$ cat src/hdl/axis_pkg.sv
// Shared stream types for the two-input packet merge
// Import into any module that carries beats or needs the arbiter state

package axis_pkg;

    ////////////////////
    // Word geometry

    // Bytes per data word, tkeep has one bit per byte
    localparam int data_bytes = 4;

    ////////////////////
    // Beat types

    // One stream beat as it sits in a FIFO entry
    typedef struct packed {
        logic [data_bytes*8-1:0] tdata;
        logic [data_bytes-1:0]   tkeep;
        logic                    tlast;
    } axis_beat_t;

    // Merged output beat, src is 0 for input A and 1 for input B
    typedef struct packed {
        logic       src;
        axis_beat_t beat;
    } axis_tagged_beat_t;

    ////////////////////
    // Arbiter FSM

    // Grant state, held from first beat to tlast
    typedef enum logic [1:0] {
        arb_idle,
        arb_src_a,
        arb_src_b
    } arb_state_t;

endpackage

$ cat src/hdl/axis_word_fifo.sv
// Word FIFO for one stream input, with a primed output register
// Either back-pressures when full or drops the rest of the packet and flags overflow

`timescale 1ns/10ps

module axis_word_fifo
    import axis_pkg::*;
#(
    parameter int depth              = 64,
    parameter bit allow_backpressure = 1'b1
) (
    input  logic       axis_out,
    input  logic       rst_n,

    input  axis_beat_t in_beat,
    input  logic       in_valid,
    output logic       in_ready,

    output axis_beat_t out_beat,
    output logic       out_valid,
    input  logic       out_ready,

    output logic       overflow
);

    ////////////////////
    // Constants

    localparam int aw     = $clog2(depth);
    localparam int fill_w = aw + 1;

    // One entry of guard band below the array size
    localparam logic [fill_w-1:0] full_level = fill_w'(depth - 1);

    if ((1 << aw) != depth || depth < 4) begin : g_depth_check
        $error("axis_word_fifo: depth must be a power of two, at least 4");
    end

    ////////////////////
    // Signals

    axis_beat_t        mem [depth];
    axis_beat_t        rd_beat;
    logic [aw-1:0]     wr_ptr;
    logic [aw-1:0]     rd_ptr;
    logic [fill_w-1:0] fill;
    logic [fill_w-1:0] fill_next;
    logic              full;
    logic              drop;
    logic              wr_en;
    logic              rd_en;
    logic              mem_empty;
    logic              load;

    ////////////////////
    // Write side

    // Without back-pressure the input is always ready and excess words are lost
    assign in_ready = !full || !allow_backpressure;

    // Nothing of a packet is stored once it has lost a word
    assign wr_en = in_valid && in_ready && !full && !drop;

    always_ff @(posedge axis_out) begin
        if (wr_en) begin
            mem[wr_ptr] <= in_beat;
        end
    end

    always_ff @(posedge axis_out or negedge rst_n) begin
        if (!rst_n) begin
            wr_ptr   <= '0;
            drop     <= 1'b0;
            overflow <= 1'b0;
        end else begin
            overflow <= 1'b0;
            if (wr_en) begin
                wr_ptr <= wr_ptr + aw'(1);
            end
            if (in_valid && in_ready) begin
                if (in_beat.tlast) begin
                    // Report at the end of any packet that lost a word
                    overflow <= drop || full;
                    drop     <= 1'b0;
                end else if (full) begin
                    drop <= 1'b1;
                end
            end
        end
    end

    ////////////////////
    // Occupancy

    // Counts words in the array plus the one in the output register
    assign fill_next = fill + fill_w'(wr_en) - fill_w'(rd_en);

    always_ff @(posedge axis_out or negedge rst_n) begin
        if (!rst_n) begin
            fill <= '0;
            full <= 1'b0;
        end else begin
            fill <= fill_next;
            full <= (fill_next >= full_level);
        end
    end

    ////////////////////
    // Read side

    assign rd_beat   = mem[rd_ptr];
    assign mem_empty = (rd_ptr == wr_ptr);
    assign rd_en     = out_valid && out_ready;

    // Refill the output register when it empties or is being consumed
    assign load = !mem_empty && (rd_en || !out_valid);

    always_ff @(posedge axis_out or negedge rst_n) begin
        if (!rst_n) begin
            rd_ptr    <= '0;
            out_valid <= 1'b0;
        end else begin
            if (load) begin
                rd_ptr    <= rd_ptr + aw'(1);
                out_valid <= 1'b1;
            end else if (rd_en) begin
                out_valid <= 1'b0;
            end
        end
    end

    always_ff @(posedge axis_out) begin
        if (load) begin
            out_beat <= rd_beat;
        end
    end

    ////////////////////
    // Checks

    // Lossless mode never fills past the guard band
    a_lossless: assert property (
        @(posedge axis_out) disable iff (!rst_n)
        allow_backpressure |-> (fill <= full_level)
    );

    a_out_hold: assert property (
        @(posedge axis_out) disable iff (!rst_n)
        out_valid && !out_ready |=> out_valid && $stable(out_beat)
    );

endmodule

$ cat config.mk
export PLATFORM = sky130hd
export DESIGN_NAME = axis_word_fifo
export DESIGN_NICKNAME = d
export VERILOG_FILES = /design/src/hdl/axis_pkg.sv /design/src/hdl/axis_word_fifo.sv
export SDC_FILE = /design/constraint.sdc
export NUM_CORES = 2
export LEC_CHECK = 0
export BUFFER_PORTS_ARGS = -buffer_cell sky130_fd_sc_hd__buf_2
export CORE_MARGIN = 1
export CORE_UTILIZATION = 45
export DETAILED_ROUTE_END_ITERATION = 16
export PLACE_DENSITY_LB_ADDON = 0.2
export SLEW_MARGIN = 20
export SYNTH_ARGS = -nofsm -noshare
export SYNTH_HDL_FRONTEND = slang
export SYNTH_SLANG_ARGS = --single-unit
$ cat constraint.sdc
create_clock -name axis_out -period 4.71 [get_ports axis_out]
set_input_delay 0.2355 -clock axis_out [delete_from_list [all_inputs] [get_ports axis_out]]
set_output_delay 0.2355 -clock axis_out [all_outputs]
set_load 0.01 [all_outputs]
# Word-level counts from Yosys, hierarchy flattened
# Memories as Yosys holds them, arrays and structs flattened. A register that Yosys moved wholly into a read port is not among the register bits.
# Index checks and enable logic that the tools add are counted.
# W data, S select, Z words.
[classes] addsub=4 magnitude_cmp=1 n_eq_ne=1 mux=8 n_reduce_logical=14
[ops] cell="$add A6 B1 Y6 const B" count=2
[ops] cell="$mux W1" count=8
[ops] cell="$add A7 B1 Y7" count=1
[ops] cell="$ge A7 B6 Y1 const B" count=1
[ops] cell="$sub A7 B1 Y7" count=1
[ops] cell="$eq A6 B6 Y1" count=1
[ops] cell="$logic_and A1 B1 Y1" count=5
[ops] cell="$logic_not A1 Y1" count=4
[ops] cell="$reduce_bool A2 Y1" count=2
[ops] cell="$logic_or A1 B1 Y1" count=2
[ops] cell="$reduce_and A2 Y1" count=1
[totals] reg_bits=23 ramBits=2368 out_inout_bits=40 mem_count=1
[memory_table] name="mem" depth=64 width=37 read_ports=1 rd_clocked_by_memory_dff=1 write_ports=1 line="axis_word_fifo.sv:42" rtl="axis_beat_t mem [depth];"

# Logic depth before layout (Yosys ltp)
[logic_depth] word_depth=7 ltp_mapped=13 mapped_depth_nobuf=13

# Worst setup path after synthesis
# Ideal clock, no wire load.
[synth_path] path_type="register -> register" startpoint="reg full" endpoint="mem mem[62][0] (netlist name), enable pin" arrival_ns=2.912 setup_slack_ns=1.366 stages_incl_launch_ff=7 path_buffers=0 synth_period_minus_slack_ns=3.344 cell_sequence="dfrtp_1 > nor2b_1 > nor2b_1 > inv_1 > nor2_1 > nand3_1 > nor2_1"
[synth_between] elab_chain_cells=6
[synth_lines] element="start: declaration" line="axis_word_fifo.sv:48" rtl="logic full;"
[synth_lines] element="start signal: assignment" line="axis_word_fifo.sv:104" rtl="full <= (fill_next >= full_level);"
[synth_lines] element="$logic_not A1 Y1 *" line="axis_word_fifo.sv:59, axis_word_fifo.sv:62"
[synth_lines] element="$logic_and A1 B1 Y1" line="axis_word_fifo.sv:62" rtl="assign wr_en = in_valid && in_ready && !full && !drop;"
[synth_lines] element="$logic_and A1 B1 Y1 * (2 in series)" line="axis_word_fifo.sv:62"
[synth_lines] element="$mux W1 *" line="axis_word_fifo.sv:65" rtl="if (wr_en) begin"
[synth_lines] element="$mux W1 (implied by the code) *" line="axis_word_fifo.sv:66" rtl="mem[wr_ptr] <= in_beat;"
[synth_lines] element="end: declaration" line="axis_word_fifo.sv:42"
# Mark *: on every way between the ends. The rest lies on a longest branch, timed or not.

# Worst setup path after layout
[layout_path] startpoint="reg full" endpoint="mem mem[62][1] (netlist name), enable pin"
# The elaborated chain is that of the path after synthesis.

==> reports/results.ini <==
[run_status]
status=completed

[timing]
post-route-period-util=0.786
hold_viol_final=0
rsz0062_at_grt=no
period_needed_ns=3.70
slew_viol_final=0
hold_ws_ns=0.0240
setup_viol=0
max_freq_mhz=270
worstMarginPinSlew_ns=1.14
fin_skew_ns=0.0559
tns_ns=0
relSlewSlack=0.237

[yosys]
yosysWarnings=0
synth_common_cells=edfxtp_1 (2405), mux4_2 (619), nand2_1 (120), nor2_1 (93), a21oi_1 (90)
synth_cell_types=56
netlist_area_sq_um=92800
yosys-top-cells-area=edfxtp_1 (78%), mux4_2 (15%), mux2i_1 (0.87%)
yosys.area.top_type_share=0.778
synth-main-ff-cell=edfxtp_1
synthArstFlopShare=0.00947
netlist_instances=4006
synth_top_area_cell=edfxtp_1
synth_edf_count=2405
syn_nets=4057
synth_seq_cells=2428
yosys.cell_count.top_type=edfxtp_1
syn_area_per_cell_sq_um=23.2
yosysSeqAreaShare=0.784

[drt]
vias_per_cell=6.21
drt_iter0_markers=5829
drt_wl_total_mm=257
drc=0
ant_nets=0
drtPass1Iterations=6
vias=44900
post_drt_wl_per_cell_microns=35.5

[final_layout]
area_growth_pct=13.8
fill_cells=15800
multi_input_area_sq_um=19100
fin_nets=4383
regArea_sq_um=72800
drive_gt1_frac=0.291

[critical_path]
reg2reg_from=full
path_class=flop to flop
worstPathMaxFanout=18
crit_buf_inv=3
critical_path_required_ns=5.28
crit_top_cell=nor2b_1
cp_slowest_cell=nor2_4
path_delay_family=simple AND/OR/NAND/NOR gates
crit_cells=8
worstPathArrival_ns=4.27
endpoint_kind=flop
slowest_delay_ns=0.77
cp-start-kind=flop
cp-startpoint=full
rr_worst_depth=8
crit_path_cell_trace=nor2b_1, nor2b_1, inv_1, nor2_1, nand3_1, buf_4, nor2_4, buf_12

[clock_network]
clock_sinks=2428
tritoncts=yes
clockBufferDepth=3
cts_setup_buffers=0
htreeDepth=4
cts_resized=0
worstSkewPairLatency_ns=0.89
cts_hold_buf=9
clk_pin_slew_worst_paths_ns=0.06
cts_root_buf=clkbuf_16
cts_buffers=237

[grt]
first_global_vias=45100
antenna_found_initial=13
grt_max_degree=117
grt_usage=0.249
grt.overflow.total=0
grt_pass1_wl_mm=359

[floorplanning]
core_sq_um=205000
fp.dieW_microns=456
fp-row-count=166
die_area_sq_um=208000
io-pin-count=81
die_h_microns=456
start_util=0.453

[run]
cap_violations=0

[placed_design]
place_hpwl_mm=142
gp_congestion=0.811
io_buffers=80

[pwr]
leakage_nw=32.9
powerDensity_nw_per_um2=576
vdd_drop_max_uv=456

[min_path]
hp-class=input pin to flop
min_from=in_beat[18]
hold_path_depth=2

==> stage by stage <==
step                      cells  setup WS, ns  total power [mW]  area, sq um   util
after floorplan            4006          1.37              36.8        92800      -
after global placement     6756          1.12              42.9        97800  0.477
after detailed placement   6756          1.01              43.0        97800  0.477
after CTS                  7209          1.01              61.2       105000  0.515
after global routing       7228         0.860              62.8       106000  0.516
final                      7235          1.01              60.9       106000  0.516
==> final timing paths <==
| path | end | slack (ns) |
|---|---|---|
| min reg2reg | fill[0] | 0.51 |
| max reg2reg | mem[62][1] | 1.01 |
| max in group asynchronous | rd_ptr[1] | 4.09 |
| min | mem[62][18] | 0.02 |
| min in group asynchronous | overflow | 0.39 |
| max | mem[62][1] | 1.01 |
==> sequential cells by signal, summed over array words and instances, names as in the netlist <==
| register | count |
|---|---|
| mem | 2368 |
| out_beat | 37 |
| fill | 7 |
| rd_ptr | 6 |
| wr_ptr | 6 |
| drop | 1 |
| full | 1 |
| out_valid | 1 |
| overflow | 1 |
==> layer usage <==
metal  routed length [microns]  global-route usage
met3                     23000              0.0529
met1                    106000               0.357
met2                    121000               0.384
met5                        27                   0
met4                      7920              0.0773
==> layout by cell type (no fill, tap or decap), types with 14 or more instances in the layout <==
| master | instances |
|---|---|
| a211oi_1 | 29 |
| a21oi_1 | 90 |
| a22oi_1 | 52 |
| a31oi_1 | 18 |
| and2_1 | 14 |
| buf_12 | 48 |
| buf_2 | 62 |
| buf_4 | 166 |
| bufinv_16 | 17 |
| clkbuf_1 | 58 |
| clkbuf_16 | 239 |
| clkinv_1 | 63 |
| clkinv_2 | 46 |
| dfrtp_1 | 18 |
| dlygate4sd3_1 | 24 |
| edfxtp_1 | 2405 |
| inv_1 | 14 |
| mux2i_1 | 81 |
| mux4_2 | 619 |
| nand2_1 | 120 |
| nand2b_1 | 14 |
| nor2_1 | 26 |
| nor2_4 | 66 |
| o21ai_0 | 21 |
| o221ai_1 | 25 |
| o22ai_1 | 40 |
| xnor2_1 | 17 |
==> cell families (layout without fill, tap and decap cells) <==
kind of cell | after synthesis | count (layout) | share of synthesized area
flops | 2428 | 2428 | 0.784
mux | 709 | 709 | 0.160
compound gates | 316 | 316 | 0.0226
simple gates | 292 | 292 | 0.0138
buf+inv | 229 | 760 | 0.0157
xor+xnor | 22 | 22 | 0.00208
fa+ha+maj | 10 | 10 | 0.00143
other cells | 0 | 10 | 0
==> power by group <==
group          switching, mW  leakage [nW]  internal (mW)
clock network           8.11          3.66           10.3
registers              0.821          21.9           24.6
logic                   9.81          7.31           7.24
total                   18.7          32.9           42.1
==> layout make-up <==
class	count	share of cell area
clock inverters	147	0.0123
well taps	2688	0.0319
diodes	10	0.000237
inverters	16	0.000616
multi-input cells	1349	0.181
repair buffers	300	0.0261
clock buffers	297	0.0587
flip-flops and latches	2428	0.690
No activity file was read; power rests on OpenSTA's default activity.
