File: src/hdl/axis_pkg.sv
// Shared stream types for the two-input packet merge
// Import into any module that carries beats or needs the arbiter state

package axis_pkg;

    ////////////////////
    // Word geometry

    // Bytes per data word, tkeep has one bit per byte
    localparam int data_bytes = 4;

    ////////////////////
    // Beat types

    // One stream beat as it sits in a FIFO entry
    typedef struct packed {
        logic [data_bytes*8-1:0] tdata;
        logic [data_bytes-1:0]   tkeep;
        logic                    tlast;
    } axis_beat_t;

    // Merged output beat, src is 0 for input A and 1 for input B
    typedef struct packed {
        logic       src;
        axis_beat_t beat;
    } axis_tagged_beat_t;

    ////////////////////
    // Arbiter FSM

    // Grant state, held from first beat to tlast
    typedef enum logic [1:0] {
        arb_idle,
        arb_src_a,
        arb_src_b
    } arb_state_t;

endpackage

File: src/hdl/packet_arbiter.sv
// Round-robin merge of two beat streams at packet granularity
// Output is registered and each beat carries the tag of its source

`timescale 1ns/10ps

module packet_arbiter
    import axis_pkg::*;
(
    input  logic              axis_out,
    input  logic              rst_n,

    input  axis_beat_t        a_beat,
    input  logic              a_valid,
    output logic              a_ready,

    input  axis_beat_t        b_beat,
    input  logic              b_valid,
    output logic              b_ready,

    output axis_tagged_beat_t out_beat,
    output logic              out_valid,
    input  logic              out_ready
);

    ////////////////////
    // Signals

    arb_state_t state;
    logic       prio_b;
    logic       pick_a;
    logic       pick_b;
    logic       grant_a;
    logic       grant_b;
    logic       take_a;
    logic       take_b;
    logic       done_a;
    logic       done_b;

    ////////////////////
    // Grant

    // Preferred source wins in idle, the other one only if the preferred is absent
    assign pick_a = a_valid && (!prio_b || !b_valid);
    assign pick_b = b_valid && (prio_b || !a_valid);

    // Grant takes effect in the idle cycle so the first beat is not delayed
    assign grant_a = (state == arb_src_a) || ((state == arb_idle) && pick_a);
    assign grant_b = (state == arb_src_b) || ((state == arb_idle) && pick_b);

    // Stage loads only while the sink is ready, so a stall leaves all buffering in the FIFOs
    assign a_ready = grant_a && out_ready;
    assign b_ready = grant_b && out_ready;

    assign take_a = a_valid && a_ready;
    assign take_b = b_valid && b_ready;
    assign done_a = take_a && a_beat.tlast;
    assign done_b = take_b && b_beat.tlast;

    ////////////////////
    // FSM

    always_ff @(posedge axis_out or negedge rst_n) begin
        if (!rst_n) begin
            state  <= arb_idle;
            prio_b <= 1'b0;
        end else begin
            case (state)
                arb_idle: begin
                    // Single-beat packets finish in the cycle they are granted
                    if (pick_a && !done_a) begin
                        state <= arb_src_a;
                    end else if (pick_b && !done_b) begin
                        state <= arb_src_b;
                    end
                end
                arb_src_a: begin
                    if (done_a) begin
                        state <= arb_idle;
                    end
                end
                arb_src_b: begin
                    if (done_b) begin
                        state <= arb_idle;
                    end
                end
                default: state <= arb_idle;
            endcase

            // Hand preference to the other source after every packet
            if (done_a) begin
                prio_b <= 1'b1;
            end else if (done_b) begin
                prio_b <= 1'b0;
            end
        end
    end

    ////////////////////
    // Output stage

    always_ff @(posedge axis_out or negedge rst_n) begin
        if (!rst_n) begin
            out_valid <= 1'b0;
        end else if (out_ready) begin
            out_valid <= take_a || take_b;
        end
    end

    always_ff @(posedge axis_out) begin
        if (take_a) begin
            out_beat <= '{src: 1'b0, beat: a_beat};
        end else if (take_b) begin
            out_beat <= '{src: 1'b1, beat: b_beat};
        end
    end

    ////////////////////
    // Checks

    a_one_grant: assert property (
        @(posedge axis_out) disable iff (!rst_n)
        !(a_ready && b_ready)
    );

    a_out_hold: assert property (
        @(posedge axis_out) disable iff (!rst_n)
        out_valid && !out_ready |=> out_valid && $stable(out_beat)
    );

endmodule

File: config.mk
export PLATFORM = sky130hd
export DESIGN_NAME = packet_arbiter
export DESIGN_NICKNAME = d
export VERILOG_FILES = /design/src/hdl/axis_pkg.sv /design/src/hdl/packet_arbiter.sv
export SDC_FILE = /design/constraint.sdc
export NUM_CORES = 1
export LEC_CHECK = 0
export BUFFER_PORTS_ARGS = -buffer_cell sky130_fd_sc_hd__buf_2
export CAP_MARGIN = 10
export CORE_ASPECT_RATIO = 0.8
export CORE_MARGIN = 1.5
export CORE_UTILIZATION = 38
export DETAILED_ROUTE_END_ITERATION = 7
export PLACE_DENSITY_LB_ADDON = 0.25
export SYNTH_ARGS = -nofsm -noshare
export SYNTH_HDL_FRONTEND = slang
export SYNTH_SLANG_ARGS = --single-unit
File: constraint.sdc
create_clock -name axis_out -period 3 [get_ports axis_out]
set_clock_uncertainty 0.15 [all_clocks]
set_input_delay 0.15 -clock axis_out [delete_from_list [all_inputs] [get_ports axis_out]]
set_output_delay 0.15 -clock axis_out [all_outputs]
set_load 0.01 [all_outputs]
After elaboration in Yosys (flattened, before gate mapping):

Index checks and enable logic that the tools add are counted.

* add/sub/neg operators: 0
* $mul: 0
* divide/modulo/power cells: 0
* $lt $le $gt $ge: 0
* eq/ne operators: 5
* shift operators: 0
* mux-type cells: 9
* bitwise operators: 0
* reductions and logical operators: 26

Operator list (number)
* $mux 37: 2
* $logic_and 1x1->1: 12
* $mux 2: 4
* $pmux 2 s3: 1
* $logic_not 1->1: 5
* $logic_or 1x1->1: 5
* $ne 2x2->1 const B: 2
* $reduce_bool 2->1: 2
* $ne 3x1->1 const B: 1
* $reduce_and 3->1: 1
* $eq 2x1->1 const B: 1
* $eq 2x2->1 const B: 1
* $logic_not 2->1: 1
* $mux 1: 2

* register bits after elaboration: 42
* latch bits: 0
* bits in writable memories: 0
* memory bits (read-only): 0
* input bits: 79
* output and inout port bits: 41
* logic and storage cells: 47
* memories kept: 0

Logic depth before layout (Yosys ltp):

Gate-level depths: netlist of run 1.

* depth in word-level cells: 13
* depth in mapped cells: 5
* mapped depth without buffers: 3

Worst setup path after synthesis of run 1:

Ideal clock, no wire load.

* path type: register -> register
* from: reg state[0]
* to: reg out_beat[0] in the netlist's numbering, enable pin
* setup time: 0.432 ns
* arrival time: 2.231 ns
* slack: 0.187 ns
* cell stages (with the launch flop): 4
* buffers on the path: 0
* period minus slack after synthesis: 2.813 ns
* cell sequence: dfrtp_1 > and2b_1 > nor2_1 > nor2_1

* longest elaborated chain between the ends: 6
* elaborated cells between the ends (all ways): 12
* those cells by class: 2 x eq/ne; 10 x reduce/logical

Ends and longest elaborated chain
* from (decl): RTL line packet_arbiter.sv:28 `arb_state_t state;`
* from (signal assigned): RTL line packet_arbiter.sv:64 `state <= arb_idle;`
* from (signal assigned): RTL line packet_arbiter.sv:71 `state <= arb_src_a;`
* from (signal assigned): RTL line packet_arbiter.sv:73 `state <= arb_src_b;`
* $logic_not 2->1: RTL line packet_arbiter.sv:47, packet_arbiter.sv:48
* $logic_and 1x1->1, on equally long branches: RTL line packet_arbiter.sv:47, packet_arbiter.sv:48
* $logic_or 1x1->1, on equally long branches: RTL line packet_arbiter.sv:47, packet_arbiter.sv:48
* $logic_and 1x1->1, on equally long branches: RTL line packet_arbiter.sv:51, packet_arbiter.sv:52
* $logic_and 1x1->1, on equally long branches: RTL line packet_arbiter.sv:54, packet_arbiter.sv:55
* $reduce_bool 2->1 (no line) (*)
* to (signal assigned): RTL line packet_arbiter.sv:111 `out_beat <= '{src: 1'b0, beat: a_beat};`
* to (signal assigned): RTL line packet_arbiter.sv:113 `out_beat <= '{src: 1'b1, beat: b_beat};`
* to (decl): RTL line packet_arbiter.sv:20 `output axis_tagged_beat_t out_beat,`

Mark *: on every way between the ends. The rest lies on a longest branch, timed or not.
A chain may end at the register's enable or synchronous reset.

Worst setup path after layout of run 1:

* from: reg state[1]
* to: reg out_beat[31] in the netlist's numbering, data pin

* longest elaborated chain between the ends: 6
* elaborated cells between the ends (all ways): 7
* those cells by class: 1 x eq/ne; 1 x mux; 5 x reduce/logical

Ends and longest elaborated chain
* $logic_not 2->1: RTL line packet_arbiter.sv:47 `assign grant_a = (state == arb_src_a) || ((state == arb_idle) && pick_a);`
* $logic_and 1x1->1: RTL line packet_arbiter.sv:47
* $logic_or 1x1->1 (*): RTL line packet_arbiter.sv:47
* $logic_and 1x1->1 (*): RTL line packet_arbiter.sv:51 `assign a_ready = grant_a && out_ready;`
* $logic_and 1x1->1 (*): RTL line packet_arbiter.sv:54 `assign take_a = a_valid && a_ready;`
* $mux 37 (*): RTL line packet_arbiter.sv:110 `if (take_a) begin`

Marked as above.

==> results of run 1 <==
## power groups by stage
| stage | clock, mW | combinational [mW] | sequential (mW) |
|---|---|---|---|
| after floorplan | 0 | 0.253 | 0.887 |
| after global placement | 0 | 0.476 | 0.834 |
| after detailed placement | 0 | 0.479 | 0.837 |
| after CTS | 0.351 | 0.504 | 0.825 |
| after global routing | 0.378 | 0.554 | 0.837 |
| final | 0.337 | 0.503 | 0.825 |
## stage by stage
stage / setup WS (ns) / util, % / instances / power [mW] / hold slack, ns
3_3_place_gp: 0.846 / 54.4 / 281 / 1.31 / -0.189
5_1_grt: 0.525 / 58.1 / 298 / 1.77 / 0.00101
4_1_cts: 0.792 / 57.4 / 295 / 1.68 / 0.0000223
6_report: 0.618 / 58.1 / 298 / 1.66 / 0.0106
3_5_place_dp: 0.798 / 54.4 / 281 / 1.32 / -0.187
2_1_floorplan: 0.187 / - / 105 / 1.14 / -0.296
## synth_stat cells (all sizes together)
master  instances
edfxtp         37
mux2           37
buf             5
dfrtp           4
nor2            4
a21oi           2
a31oi           2
and2b           2
a21boi          1
a311oi          1
a41oi           1
dfxtp           1
inv             1
nand2b          1
nand3           1
nand3b          1
nor3            1
nor3b           1
o21a            1
o21bai          1
## registers in the layout, summed over array words and instances (netlist names)
| name | count |
|---|---|
| state | 2 |
| out_valid | 1 |
| prio_b | 1 |
| out_beat | 38 |
## timing repair
item,4_1_cts,5_1_grt
resized for setup,0,0
endpoints found under the setup margin,0,0
hold buffers,6,3
endpoints found under the hold margin,8,2
## layer usage
metal	vias to the layer above	GRT usage (%)	wire (um)
li1	670	-	-
met4	0	7.20	96
met1	603	16.7	1510
met2	93	24.2	1680
met5	-	0	0
met3	12	6.90	565
## worst min-delay path by stage
stage	from	end	slack, ns	depth (start not counted)
after global routing	a_beat[17]	out_beat[17]$_DFFE_PP_	0.001	2
after global placement	rst_n	state[1]$_DFFE_PN0P_	-0.19	1
final	a_beat[17]	out_beat[17]$_DFFE_PP_	0.01	2
after floorplan	rst_n	out_valid$_DFFE_PN0P_	-0.30	0
after detailed placement	rst_n	state[1]$_DFFE_PN0P_	-0.19	1
after CTS	a_beat[17]	out_beat[17]$_DFFE_PP_	0.00002	2
## logic make-up after synthesis
family / synth area share [%]
muxes: 25.7
and+or+nand+nor: 3.56
buffers and inverters: 2.51
AOI/OAI and AO/OA: 3.30
DFF: 64.9
## cell type report
cell class,count,area share [%]
inverter,1,0.138
clock inverter,2,0.322
tap,60,2.76
clock buffer,6,2.67
sequential,42,45.3
timing repair buffer,130,25.8
multi-input combinational,57,23.0
## worst max-delay path, stage by stage, from the launching register on
cell                            delay (ns)
sky130_fd_sc_hd__dfrtp_1              0.39
sky130_fd_sc_hd__and2b_2              0.25
sky130_fd_sc_hd__nand3_2              0.36
sky130_fd_sc_hd__mux2_4               0.43
sky130_fd_sc_hd__dlygate4sd3_1        0.55
==> results.txt, run 1 <==
The run finished with clean final reports. The switching component of the power came out at 0.457 mW. The first-iteration detailed-routing DRC count is 75. The minimum clock period came out at roughly 2.4 ns. The final number of setup-violating endpoints came out at 0. The critical path ends at out_beat[31]$_DFFE_PP_. The reported leakage power came out at around 1.3 nW. The remaining antenna violation count is 0. In this run the power density over the cells is about 600 mW/mm^2. The worst setup path is captured at a flop. 120 I/O pins were placed.

The routed wire length came out at 3850 um. The maximum clock rate is approximately 0.42 GHz. The global-route wire length before repair is approximately 5900 um. The gate count of the mapped netlist came out at 105. The count of input and output buffers is 119. The average routed wire per standard cell is 12.9 um. The worst setup path is of the reg -> reg kind. Clock tree synthesis found a total of 42 sinks. The library cell used most frequently in the layout, excluding fill and tap cells, is sky130_fd_sc_hd__buf_2. Detailed placement ended at an HPWL of between 2000 and 3000 um. The max-slew violation count was 0. The number of antenna diodes is 0. Global routing used approximately 15% of the available tracks across all layers. The die boundary height is 66.2 um. Yosys printed 0 warnings. The endpoint identified for the worst register-to-register timing path is out_beat[31]$_DFFE_PP_. The netlist uses 23 different library cells.

The number of nets in the synthesized netlist is around 180. The DRC violation count after routing is 0. The placer's final routability congestion estimate came out at 0.834. The library cells used most frequently in the layout, excluding fill and tap cells, are 119 x sky130_fd_sc_hd__buf_2, 37 x sky130_fd_sc_hd__edfxtp_1, 19 x sky130_fd_sc_hd__mux2_4. The mapped cell area is about 0.0019 mm^2.

The clock reaches the later pin of the worst-skew pair after about 0.28 ns. The floorplan has 22 rows. The startpoint of the worst register-to-register path is state[1]$_DFFE_PN0P_. The share of cells above drive strength 1 is 70.2%. The final route contains ~1400 vias. The clock share of power came out at between 20% and 30%.

The total area inside the core boundary comes to roughly 0.0047 mm^2. Counting cells, the worst reg-to-reg path comes to 4. Clock tree synthesis selected as its root buffer the cell sky130_fd_sc_hd__clkbuf_8.

At the pin with the least slew margin, the transition time is 0.433 ns. The sequential area share after synthesis came out at 64.9%. After clock tree synthesis, the clock-pin slew on the worst setup and hold paths is around 0.080 ns. The number of hold violations in the final report came out at 0. The worst pin sits at a relative slew slack of 71.1%. The die covers ~0.0054 mm^2.

The CTS tree is done. The highest fanout seen on the critical path is 14. The detailed-routing iteration count for the pre-antenna-repair pass is 4. Compared with the post-synthesis result, the final layout area differs by 43.3%. The setup slack on the worst flop-to-flop path came out at around 0.62 ns. The remaining global-route overflow is 0. VDD sags by at most 0.296 mV. Clock tree synthesis inserted a total of 5 buffers. The number of global-route vias before repair is between 1000 and 1500. The number of H-tree levels is 2. The number of setup buffers added after CTS is 0.

STA classifies the critical path startpoint as a flop. The number of antenna violations at the first check in global routing came out at 0. The mean area per synthesized cell is ~18 um^2.

The tightest min-delay check is of the in -> reg type. The multi-input combinational cells in the finished layout cover a total of ~630 um^2. The number of nets at the end of the flow came out at ~320. Yosys attributes the largest share of cell area to sky130_fd_sc_hd__edfxtp_1 59%, sky130_fd_sc_hd__mux2_4 15%, sky130_fd_sc_hd__mux2_2 11%. The area share of the largest cell type after synthesis came out at between 50% and 60%. The internal power consumption came out at 1.21 mW. The die is about 82 um wide.

The portion of total power attributed to sequential cells is approximately half. sky130_fd_sc_hd__edfxtp_1 takes more of the synthesized area than any other cell. The combinational power share came out at a little under a third.

The number of max-cap violations is 0. Summing all placed instances gives a cell area of between 0.002 and 0.003 mm^2. Setup repair after global routing left no endpoint under its margin. The longest clock path from root to sink contains 2 buffers. The setup TNS is 0 ns. The largest net degree at the start of global routing came out at 26. The average via count per standard cell came out at around 4.6. The area occupied by registers came out at ~0.0012 mm^2. The arrival time at the worst endpoint is between 2 and 2.5 ns.

Counting flops and latches in the post-synthesis netlist gives 42. Of the total power, the share spent switching nets is a little over a quarter. The finished cells cover 0.00272 mm^2.

The most critical setup path has its startpoint at state[1]$_DFFE_PN0P_. The count of filler cells inserted in the layout came out at 400. For this configuration, the core starts out at a cell density of 40.5%. The data required time of the critical path is 2.89 ns. The final critical path takes up roughly four fifths of the cycle.
(Power assumes the default switching activity.)
==> run 2, diff against run 1 <==
Settings changed: CORE_UTILIZATION 38 to 42.
Clock period 3 ns to 2.45 ns, I/O delays scaled along.
==> run 2 against run 1 <==
  * Setup slack worse by 0.52 ns
  * Non-clock buffer count rose by 65
  * Final area up 24%
  * Routed wire length grew 39%
  * Global-route usage grew 7.6 points
  * Die area down 9.1%
  * Cell count rose by 20%
  * Highest routed layer unchanged
  * Clock power up 18%
  * Clock-buffer cell count is 1 lower
  * Core utilization grew 21 points
  * Power rose by 29%
  * Register-to-register slack worse by 0.40 ns
==> results.txt, run 2 (synthesized netlist as in run 1, its figures left out) <==
Status: complete, no violations (unchanged). The CTS sink count is 42 (unchanged). The final number of setup-violating endpoints is 0 (unchanged). The worst voltage drop across the vdd grid is 0.385 mV (was 0.296 mV). The average routed wire per standard cell came to 14.9 um (was 12.9 um). The remaining antenna violation count is 0 (unchanged). The number of antenna violations at the first check in global routing came out at 0 (unchanged). The maximum clock rate came out at approximately 0.43 GHz. The worst min-delay path category is in -> reg (unchanged).

The routed wire length came out at 5360 um (was 3850 um). The number of hold violations in the final report came out at 0 (unchanged). The final HPWL from detailed placement is 3010 um (was 2810 um). The boundary pin count is 120 (unchanged). The setup TNS is 0 ns (unchanged). The first-iteration detailed-routing DRC count came to 59 (was 75). The master cell of the clock root buffer was sky130_fd_sc_hd__clkbuf_8 (unchanged).

The latest clock arrival within the worst-skew pair came out at 0.28 ns (about the same). The count of standard-cell rows came out at 21 (was 22). The number of instances in the placed design is 280 (was 281).

The CTS buffer count was 5 (unchanged). Leading cell types in the layout, fill and taps excluded: 119 x sky130_fd_sc_hd__buf_2, 72 x sky130_fd_sc_hd__dlygate4sd3_1, 37 x sky130_fd_sc_hd__edfxtp_1 (was 119 x sky130_fd_sc_hd__buf_2, 37 x sky130_fd_sc_hd__edfxtp_1, 19 x sky130_fd_sc_hd__mux2_4). The number of nets at the end of the flow is 381 (was 316). The data required time of the critical path came out at 2.33 ns (was 2.89 ns). The placer's final routability congestion estimate is 0.748 (was 0.834). The max-slew violation count is 0 (unchanged).

The remaining global-route overflow came out at 0 (unchanged). The largest net degree at the start of global routing is 28 (was 26). The number of max-cap violations came to 0 (unchanged). The overall track demand over capacity in global routing came out at 22.6% (was 15.0%). The core region area came to 0.00426 mm^2 (was 0.00468 mm^2). The most common cell after layout, fill and taps aside was sky130_fd_sc_hd__buf_2 (unchanged).

The die boundary height was 63.1 um (was 66.2 um). The pre-CTS setup slack is 0.573 ns (was 0.798 ns). The startpoint kind of the worst setup timing path is an input pin (was flop). Largest registers: out_beat x38, state x2 (unchanged). The average via count per standard cell came out at 4.55 (was 4.62). The global-route wire length before repair is 8330 um (was 5850 um). The maximum number of buffers from clock root to sink was 2 (unchanged). The number of gates resized after cts is 0 (unchanged). The classification of the worst setup path is in -> reg (was reg -> reg).

The power per cell area is 639 mW/mm^2 (was 613 mW/mm^2). The final critical-path share of the clock period is between 90 and 100%. The initial cell density of the core came out at 44.6% (was 40.5%).

The flip-flop count of the largest register after layout was 38 (unchanged). The detailed-routing iteration count for the pre-antenna-repair pass is 4 (unchanged). The final standard cell utilization of the core is 78.9% (was 58.1%). The register containing the most flip-flops in the final layout is out_beat (unchanged). The number of standard cells in the layout, taps in and fillers out came out at 359 (was 298). The highest fanout seen on the critical path came out at 11 (was 14).

The die outline area came out at 0.00493 mm^2 (was 0.00543 mm^2). Unrepaired setup endpoints after global routing: false (unchanged). The post-layout instance area is 0.00336 mm^2 (was 0.00272 mm^2). The area overhead of the layout relative to synthesis was 77.0% (was 43.3%). The reported leakage power came to 1.54 nW (was 1.27 nW).

The sort of element at the end of the critical path is a flop (unchanged). The headroom to the max-slew limit is 71.7% (was 71.1%). The CTS tree was done (unchanged). The number of antenna diodes is 0 (unchanged). The minimum clock period is ~2.3 ns.

The clock transition at the register clock pins on the worst setup and hold paths after CTS is 0.07 ns (was 0.08 ns). The placed instance area is 0.00256 mm^2 (was 0.00255 mm^2). The share of cells above drive strength 1 was 56.3% (was 70.2%).

The count of filler cells inserted in the layout came to 269 (was 400). The final critical-path setup slack came to 0.102 ns (was 0.618 ns). The via count came out at 1632 (was 1378).

The number of H-tree levels came out at 2 (unchanged). The count of input and output buffers is 119 (unchanged). The DRC violation count after routing is 0 (unchanged).

The transition time at the pin with the least slew margin was 0.425 ns (was 0.433 ns). The arrival time at the worst endpoint was 2.22 ns (was 2.27 ns). The number of global-route vias before repair was 1733 (was 1385). The die boundary width is 78.1 um (was 82.0 um).
-- run 2: area by class of cell --
type	count	area, um^2	share of cell area, %
Timing Repair Buffer	195	1350	40.1
Sequential cell	42	1230	36.7
Tap cell	57	71.3	2.12
Multi-Input combinational cell	57	626	18.6
Clock inverter	2	10.0	0.298
Clock buffer	5	68.8	2.05
Inverter	1	3.75	0.112
-- run 2: final timing paths --
| check | slack (ns) | startpoint | cells after the start | end |
|---|---|---|---|---|
| max in group asynchronous | 1.97 | rst_n | 2 | out_valid$_DFFE_PN0P_ |
| hold reg to reg | 0.32 | out_beat[37]$_SDFFE_PN0P_ | 1 | out_beat[37]$_SDFFE_PN0P_ |
| hold / removal | 0.007 | a_beat[10] | 2 | out_beat[10]$_DFFE_PP_ |
| setup reg to reg | 0.22 | state[0]$_DFFE_PN0P_ | 5 | out_beat[4]$_DFFE_PP_ |
| setup / recovery | 0.10 | a_valid | 7 | out_beat[4]$_DFFE_PP_ |
| min in group asynchronous | 0.06 | rst_n | 2 | state[0]$_DFFE_PN0P_ |
-- run 2: critical path, cell delays in order --
cell and delay, ns:
sky130_fd_sc_hd__dlygate4sd3_1 0.53, sky130_fd_sc_hd__buf_2 0.14, sky130_fd_sc_hd__and2b_2 0.22, sky130_fd_sc_hd__nand3_2 0.08, sky130_fd_sc_hd__buf_4 0.21, sky130_fd_sc_hd__mux2_2 0.35
sky130_fd_sc_hd__dlygate4sd3_1 0.56
-- run 2: power breakdown --
group          internal, mW  switching [mW]
combinational         0.413           0.321
sequential            0.957          0.0546
clock                 0.191           0.207
total                  1.56           0.583
-- run 2: repair_timing --
item | in CTS | in global routing
endpoints found under the hold margin | 42 | 0
hold buffers | 72 | 0
setup buffers | 0 | 0
-- run 2: metal layers --
layer	share of wire (%)	global-route usage [%]	up-vias
met2	52	42.1	85
li1	-	-	798
met1	37	24.7	747
met4	0.35	4.02	0
met5	0	0	-
met3	10	8.41	2
-- run 2: per-stage QoR --
stage,hold slack (ns),total power [mW]
finish,0.00740,2.14
floorplan,-0.323,1.40
global placement,-0.217,1.61
detailed placement,-0.215,1.62
global route,0.00397,2.26
CTS,0.000939,2.16
==> run 3, diff against run 2 <==
Settings changed: ABC_AREA from default to 1, CORE_UTILIZATION 42 to 33.
==> run 3 against run 2 <==
  * Cell count up 31%
  * Sequential share of layout area down 0.14 points
  * Global-route usage down 5.7 points
  * Synthesized cell count up 89%
  * Synthesized area down 0.40%
  * Critical path type unchanged
  * Critical endpoint is now out_beat[17]$_DFFE_PP_
  * Largest cell class unchanged
==> results.txt, run 3 <==
The via count was 1982 (was 1632). The mean area per synthesized cell came out at 9.54 um^2 (was 18.1 um^2). The number of antenna diodes came to 0 (unchanged).

The flip-flop count of the largest register after layout came out at 38 (unchanged). The die boundary height was 70.7 um (was 63.1 um). The synthesis warning total came out at 0 (unchanged). The mapped cell area is 0.00189 mm^2 (was 0.00190 mm^2). The setup TNS is 0 ns (unchanged). The power per cell area came out at 688 mW/mm^2 (was 639 mW/mm^2). The clock transition at the register clock pins on the worst setup and hold paths after CTS came out at 0.07 ns (about the same). The arrival time at the worst endpoint came out at 2.11 ns (was 2.22 ns). The final HPWL from detailed placement came out at 3230 um (was 3010 um).

The detailed-routing iteration count for the pre-antenna-repair pass is 4 (unchanged). The remaining global-route overflow is 0 (unchanged). The remaining antenna violation count is 0 (unchanged). The pre-CTS setup slack is 0.569 ns (was 0.573 ns).

The fraction of the mapped netlist area in compound gates was 1.59% (was 3.30%). The adder-cell area share of the yosys netlist is 0% (unchanged). The share of synthesized cell area in and, or, nand and nor gates is 26.8% (was 3.56%).

The sequential area share after synthesis is 65.2% (was 64.9%). The number of antenna violations at the first check in global routing came out at 0 (unchanged). The die outline area came out at 0.00619 mm^2 (was 0.00493 mm^2). The synthesis-stage register bit count is 42 (unchanged). The count of input and output buffers is 119 (unchanged). The total power consumption of the routed design is 2.32 mW (was 2.14 mW). The fraction of synthesis flops using an asynchronous set or reset pin is 9.52% (unchanged). The routed wire length came out at 5130 um (was 5360 um). The average via count per standard cell is 4.20 (was 4.55). The maximum clock rate came out at 0.450 GHz (was 0.426 GHz).

The register containing the most flip-flops in the final layout was out_beat (unchanged). The transition time at the pin with the least slew margin is 0.371 ns (was 0.425 ns). The initial cell density of the core came out at 34.4% (was 44.6%).

Largest registers: out_beat x38, state x2 (unchanged). The number of standard cells in the layout, taps in and fillers out came to 472 (was 359). The sort of element at the end of the critical path is a flop (unchanged). Cell types with the highest counts after synthesis: 120 x sky130_fd_sc_hd__nand2_1, 37 x sky130_fd_sc_hd__edfxtp_1, 12 x sky130_fd_sc_hd__inv_1, 5 x sky130_fd_sc_hd__buf_6 (was 37 x sky130_fd_sc_hd__edfxtp_1, 19 x sky130_fd_sc_hd__mux2_4, 18 x sky130_fd_sc_hd__mux2_2, 4 x sky130_fd_sc_hd__dfrtp_1, 4 x sky130_fd_sc_hd__nor2_1). The area share of xor/xnor cells in the synthesized design came out at 0% (unchanged).

The CTS tree was done (unchanged). The average routed wire per standard cell is 10.9 um (was 14.9 um). The CTS buffer count is 5 (unchanged). The highest fanout seen on the critical path came out at 23 (was 11). The number of nets at the end of the flow came out at 472 (was 381). The number of nets produced by synthesis is 277 (was 184). The number of hold violations in the final report is 0 (unchanged). Unrepaired setup endpoints after global routing: false (unchanged). The count of standard-cell rows came out at 24 (was 21). The final critical-path setup slack is 0.228 ns (was 0.102 ns). The main combinational cell family by area after synthesis is simple AND/OR/NAND/NOR gates (was multiplexers). The first-iteration detailed-routing DRC count came out at 81 (was 59).

The reported leakage power came to 1.69 nW (was 1.54 nW). Largest cells by area after synthesis: sky130_fd_sc_hd__edfxtp_1 59%, sky130_fd_sc_hd__nand2_1 24%, sky130_fd_sc_hd__dfrtp_1 5.3% (was sky130_fd_sc_hd__edfxtp_1 59%, sky130_fd_sc_hd__mux2_4 15%, sky130_fd_sc_hd__mux2_2 11%). The die boundary width is 87.6 um (was 78.1 um). The CTS sink count is 42 (unchanged). The final critical-path share of the clock period is 90.7% (was 95.9%). The prevailing post-synth register cell is sky130_fd_sc_hd__edfxtp_1 (unchanged).

The final standard cell utilization of the core came to 61.3% (was 78.9%). The master cell of the clock root buffer is sky130_fd_sc_hd__clkbuf_8 (unchanged). The cell with the most instances after synthesis is sky130_fd_sc_hd__nand2_1 (was sky130_fd_sc_hd__edfxtp_1).

The number of global-route vias before repair is 1918 (was 1733). The final number of setup-violating endpoints came out at 0 (unchanged). The worst voltage drop across the vdd grid is 0.312 mV (was 0.385 mV).

The data required time of the critical path came out at 2.33 ns (about the same). The boundary pin count came to 120 (unchanged). The latest clock arrival within the worst-skew pair came out at 0.28 ns (about the same). The mux contribution to synthesized area came to 0% (was 25.7%).

The number of flops mapped to enable cells by yosys came out at 37 (unchanged). The headroom to the max-slew limit is 75.3% (was 71.7%). The share of cells above drive strength 1 came out at 33.2% (was 56.3%). The maximum number of buffers from clock root to sink is 2 (unchanged). The DRC violation count after routing came out at 0 (unchanged). The minimum clock period came out at 2.22 ns (was 2.35 ns).

The count of filler cells inserted in the layout is 480 (was 269). The gate count of the mapped netlist is 198 (was 105). The number of H-tree levels came out at 2 (unchanged).

Leading cell types in the layout, fill and taps excluded: 119 x sky130_fd_sc_hd__nand2_1, 119 x sky130_fd_sc_hd__buf_2, 74 x sky130_fd_sc_hd__dlygate4sd3_1 (was 119 x sky130_fd_sc_hd__buf_2, 72 x sky130_fd_sc_hd__dlygate4sd3_1, 37 x sky130_fd_sc_hd__edfxtp_1). The cell type with the largest total area after synthesis was sky130_fd_sc_hd__edfxtp_1 (unchanged). The startpoint kind of the worst setup timing path was an input pin (unchanged). The area overhead of the layout relative to synthesis is 78.3% (was 77.0%).

The number of instances in the placed design came out at 390 (was 280). Status: complete, no violations (unchanged). The classification of the worst setup path is in -> reg (unchanged). The area share of the largest cell type after synthesis came out at 58.8% (was 58.6%). The unique cell type count in the Yosys netlist came out at 18 (was 23).

The core region area was 0.00550 mm^2 (was 0.00426 mm^2). The worst min-delay path category was in -> async (was in -> reg). The placer's final routability congestion estimate came out at 0.873 (was 0.748). The largest net degree at the start of global routing was 39 (was 28).

The number of max-cap violations came out at 0 (unchanged). The overall track demand over capacity in global routing is 16.9% (was 22.6%). The global-route wire length before repair came to 7980 um (was 8330 um). The max-slew violation count is 0 (unchanged).
==> run 3: cell count changes after synthesis, moves of 2 or more <==
cell,before,now
sky130_fd_sc_hd__nand4_1,0,3
sky130_fd_sc_hd__mux2_4,19,0
sky130_fd_sc_hd__a31oi_1,2,0
sky130_fd_sc_hd__mux2_2,18,0
sky130_fd_sc_hd__o21ai_0,0,2
sky130_fd_sc_hd__buf_6,3,5
sky130_fd_sc_hd__inv_1,1,12
sky130_fd_sc_hd__nand2_1,0,120
==> run 3: worst max-delay path: stages <==
cell	delay (ns)
sky130_fd_sc_hd__dlygate4sd3_1	0.52
sky130_fd_sc_hd__buf_2	0.10
sky130_fd_sc_hd__inv_1	0.06
sky130_fd_sc_hd__nor2_1	0.20
sky130_fd_sc_hd__nand3_2	0.15
sky130_fd_sc_hd__buf_4	0.24
sky130_fd_sc_hd__nand2_1	0.10
sky130_fd_sc_hd__nand2_1	0.06
sky130_fd_sc_hd__dlygate4sd3_1	0.55
==> run 3: routing by layer <==
layer  part of all wire, %  GRT usage (%)  vias up  routed length [um]
met5                     0              0        -                   0
met1                    39           16.1      875                2020
met4                   2.0           7.94        0                 102
met2                    50           32.2       83                2570
li1                      -              -     1015                   -
met3                   8.3           5.60        9                 426
==> run 3: worst paths after layout <==
kind,cells past startpoint,from,slack [ns],to
max,9,out_ready,0.23,out_beat[17]$_DFFE_PP_
min,2,rst_n,0.02,out_valid$_DFFE_PN0P_
max reg2reg,6,state[1]$_DFFE_PN0P_,0.28,out_beat[17]$_DFFE_PP_
min reg2reg,2,out_beat[37]$_SDFFE_PN0P_,0.30,out_beat[37]$_SDFFE_PN0P_
max in group asynchronous,2,rst_n,2.01,state[0]$_DFFE_PN0P_
min in group axis_out,3,b_valid,0.03,out_valid$_DFFE_PN0P_
==> run 3: metrics by stage <==
stage                     instance area (um^2)  hold slack [ns]
after floorplan                           1890           -0.323
after global placement                    2550           -0.219
after detailed placement                  2550           -0.216
after CTS                                 3370          0.00731
after global routing                      3370           0.0244
final                                     3370           0.0184
==> run 3: kinds of logic (layout without fill, tap and decap cells) <==
logic type      after synthesis  count (layout)
flops                        42              42
compound gates                5               5
buf+inv                      21             217
simple gates                130             130
==> run 3: power by group <==
| group | internal, mW | total [mW] | switching [mW] |
|---|---|---|---|
| Combinational | 0.424 | 0.868 | 0.444 |
| Clock | 0.190 | 0.403 | 0.213 |
| Sequential | 0.993 | 1.05 | 0.0529 |
| Total | 1.61 | 2.32 | 0.710 |
==> run 3: layout make-up <==
cell class	instances	area, um^2	share of cell area [%]
clock buffers	5	68.8	2.04
repair buffers	196	1370	40.7
inverters	13	51.3	1.52
clock inverters	3	11.3	0.334
multi-input cells	135	538	16.0
flip-flops and latches	42	1230	36.5
well taps	78	97.6	2.90
==> run 3: what timing repair did <==
item,CTS,global route
buffers inserted,0,0
gates resized for setup,0,2
hold buffers,74,0
setup endpoints to repair,0,36
hold endpoints to repair,41,0
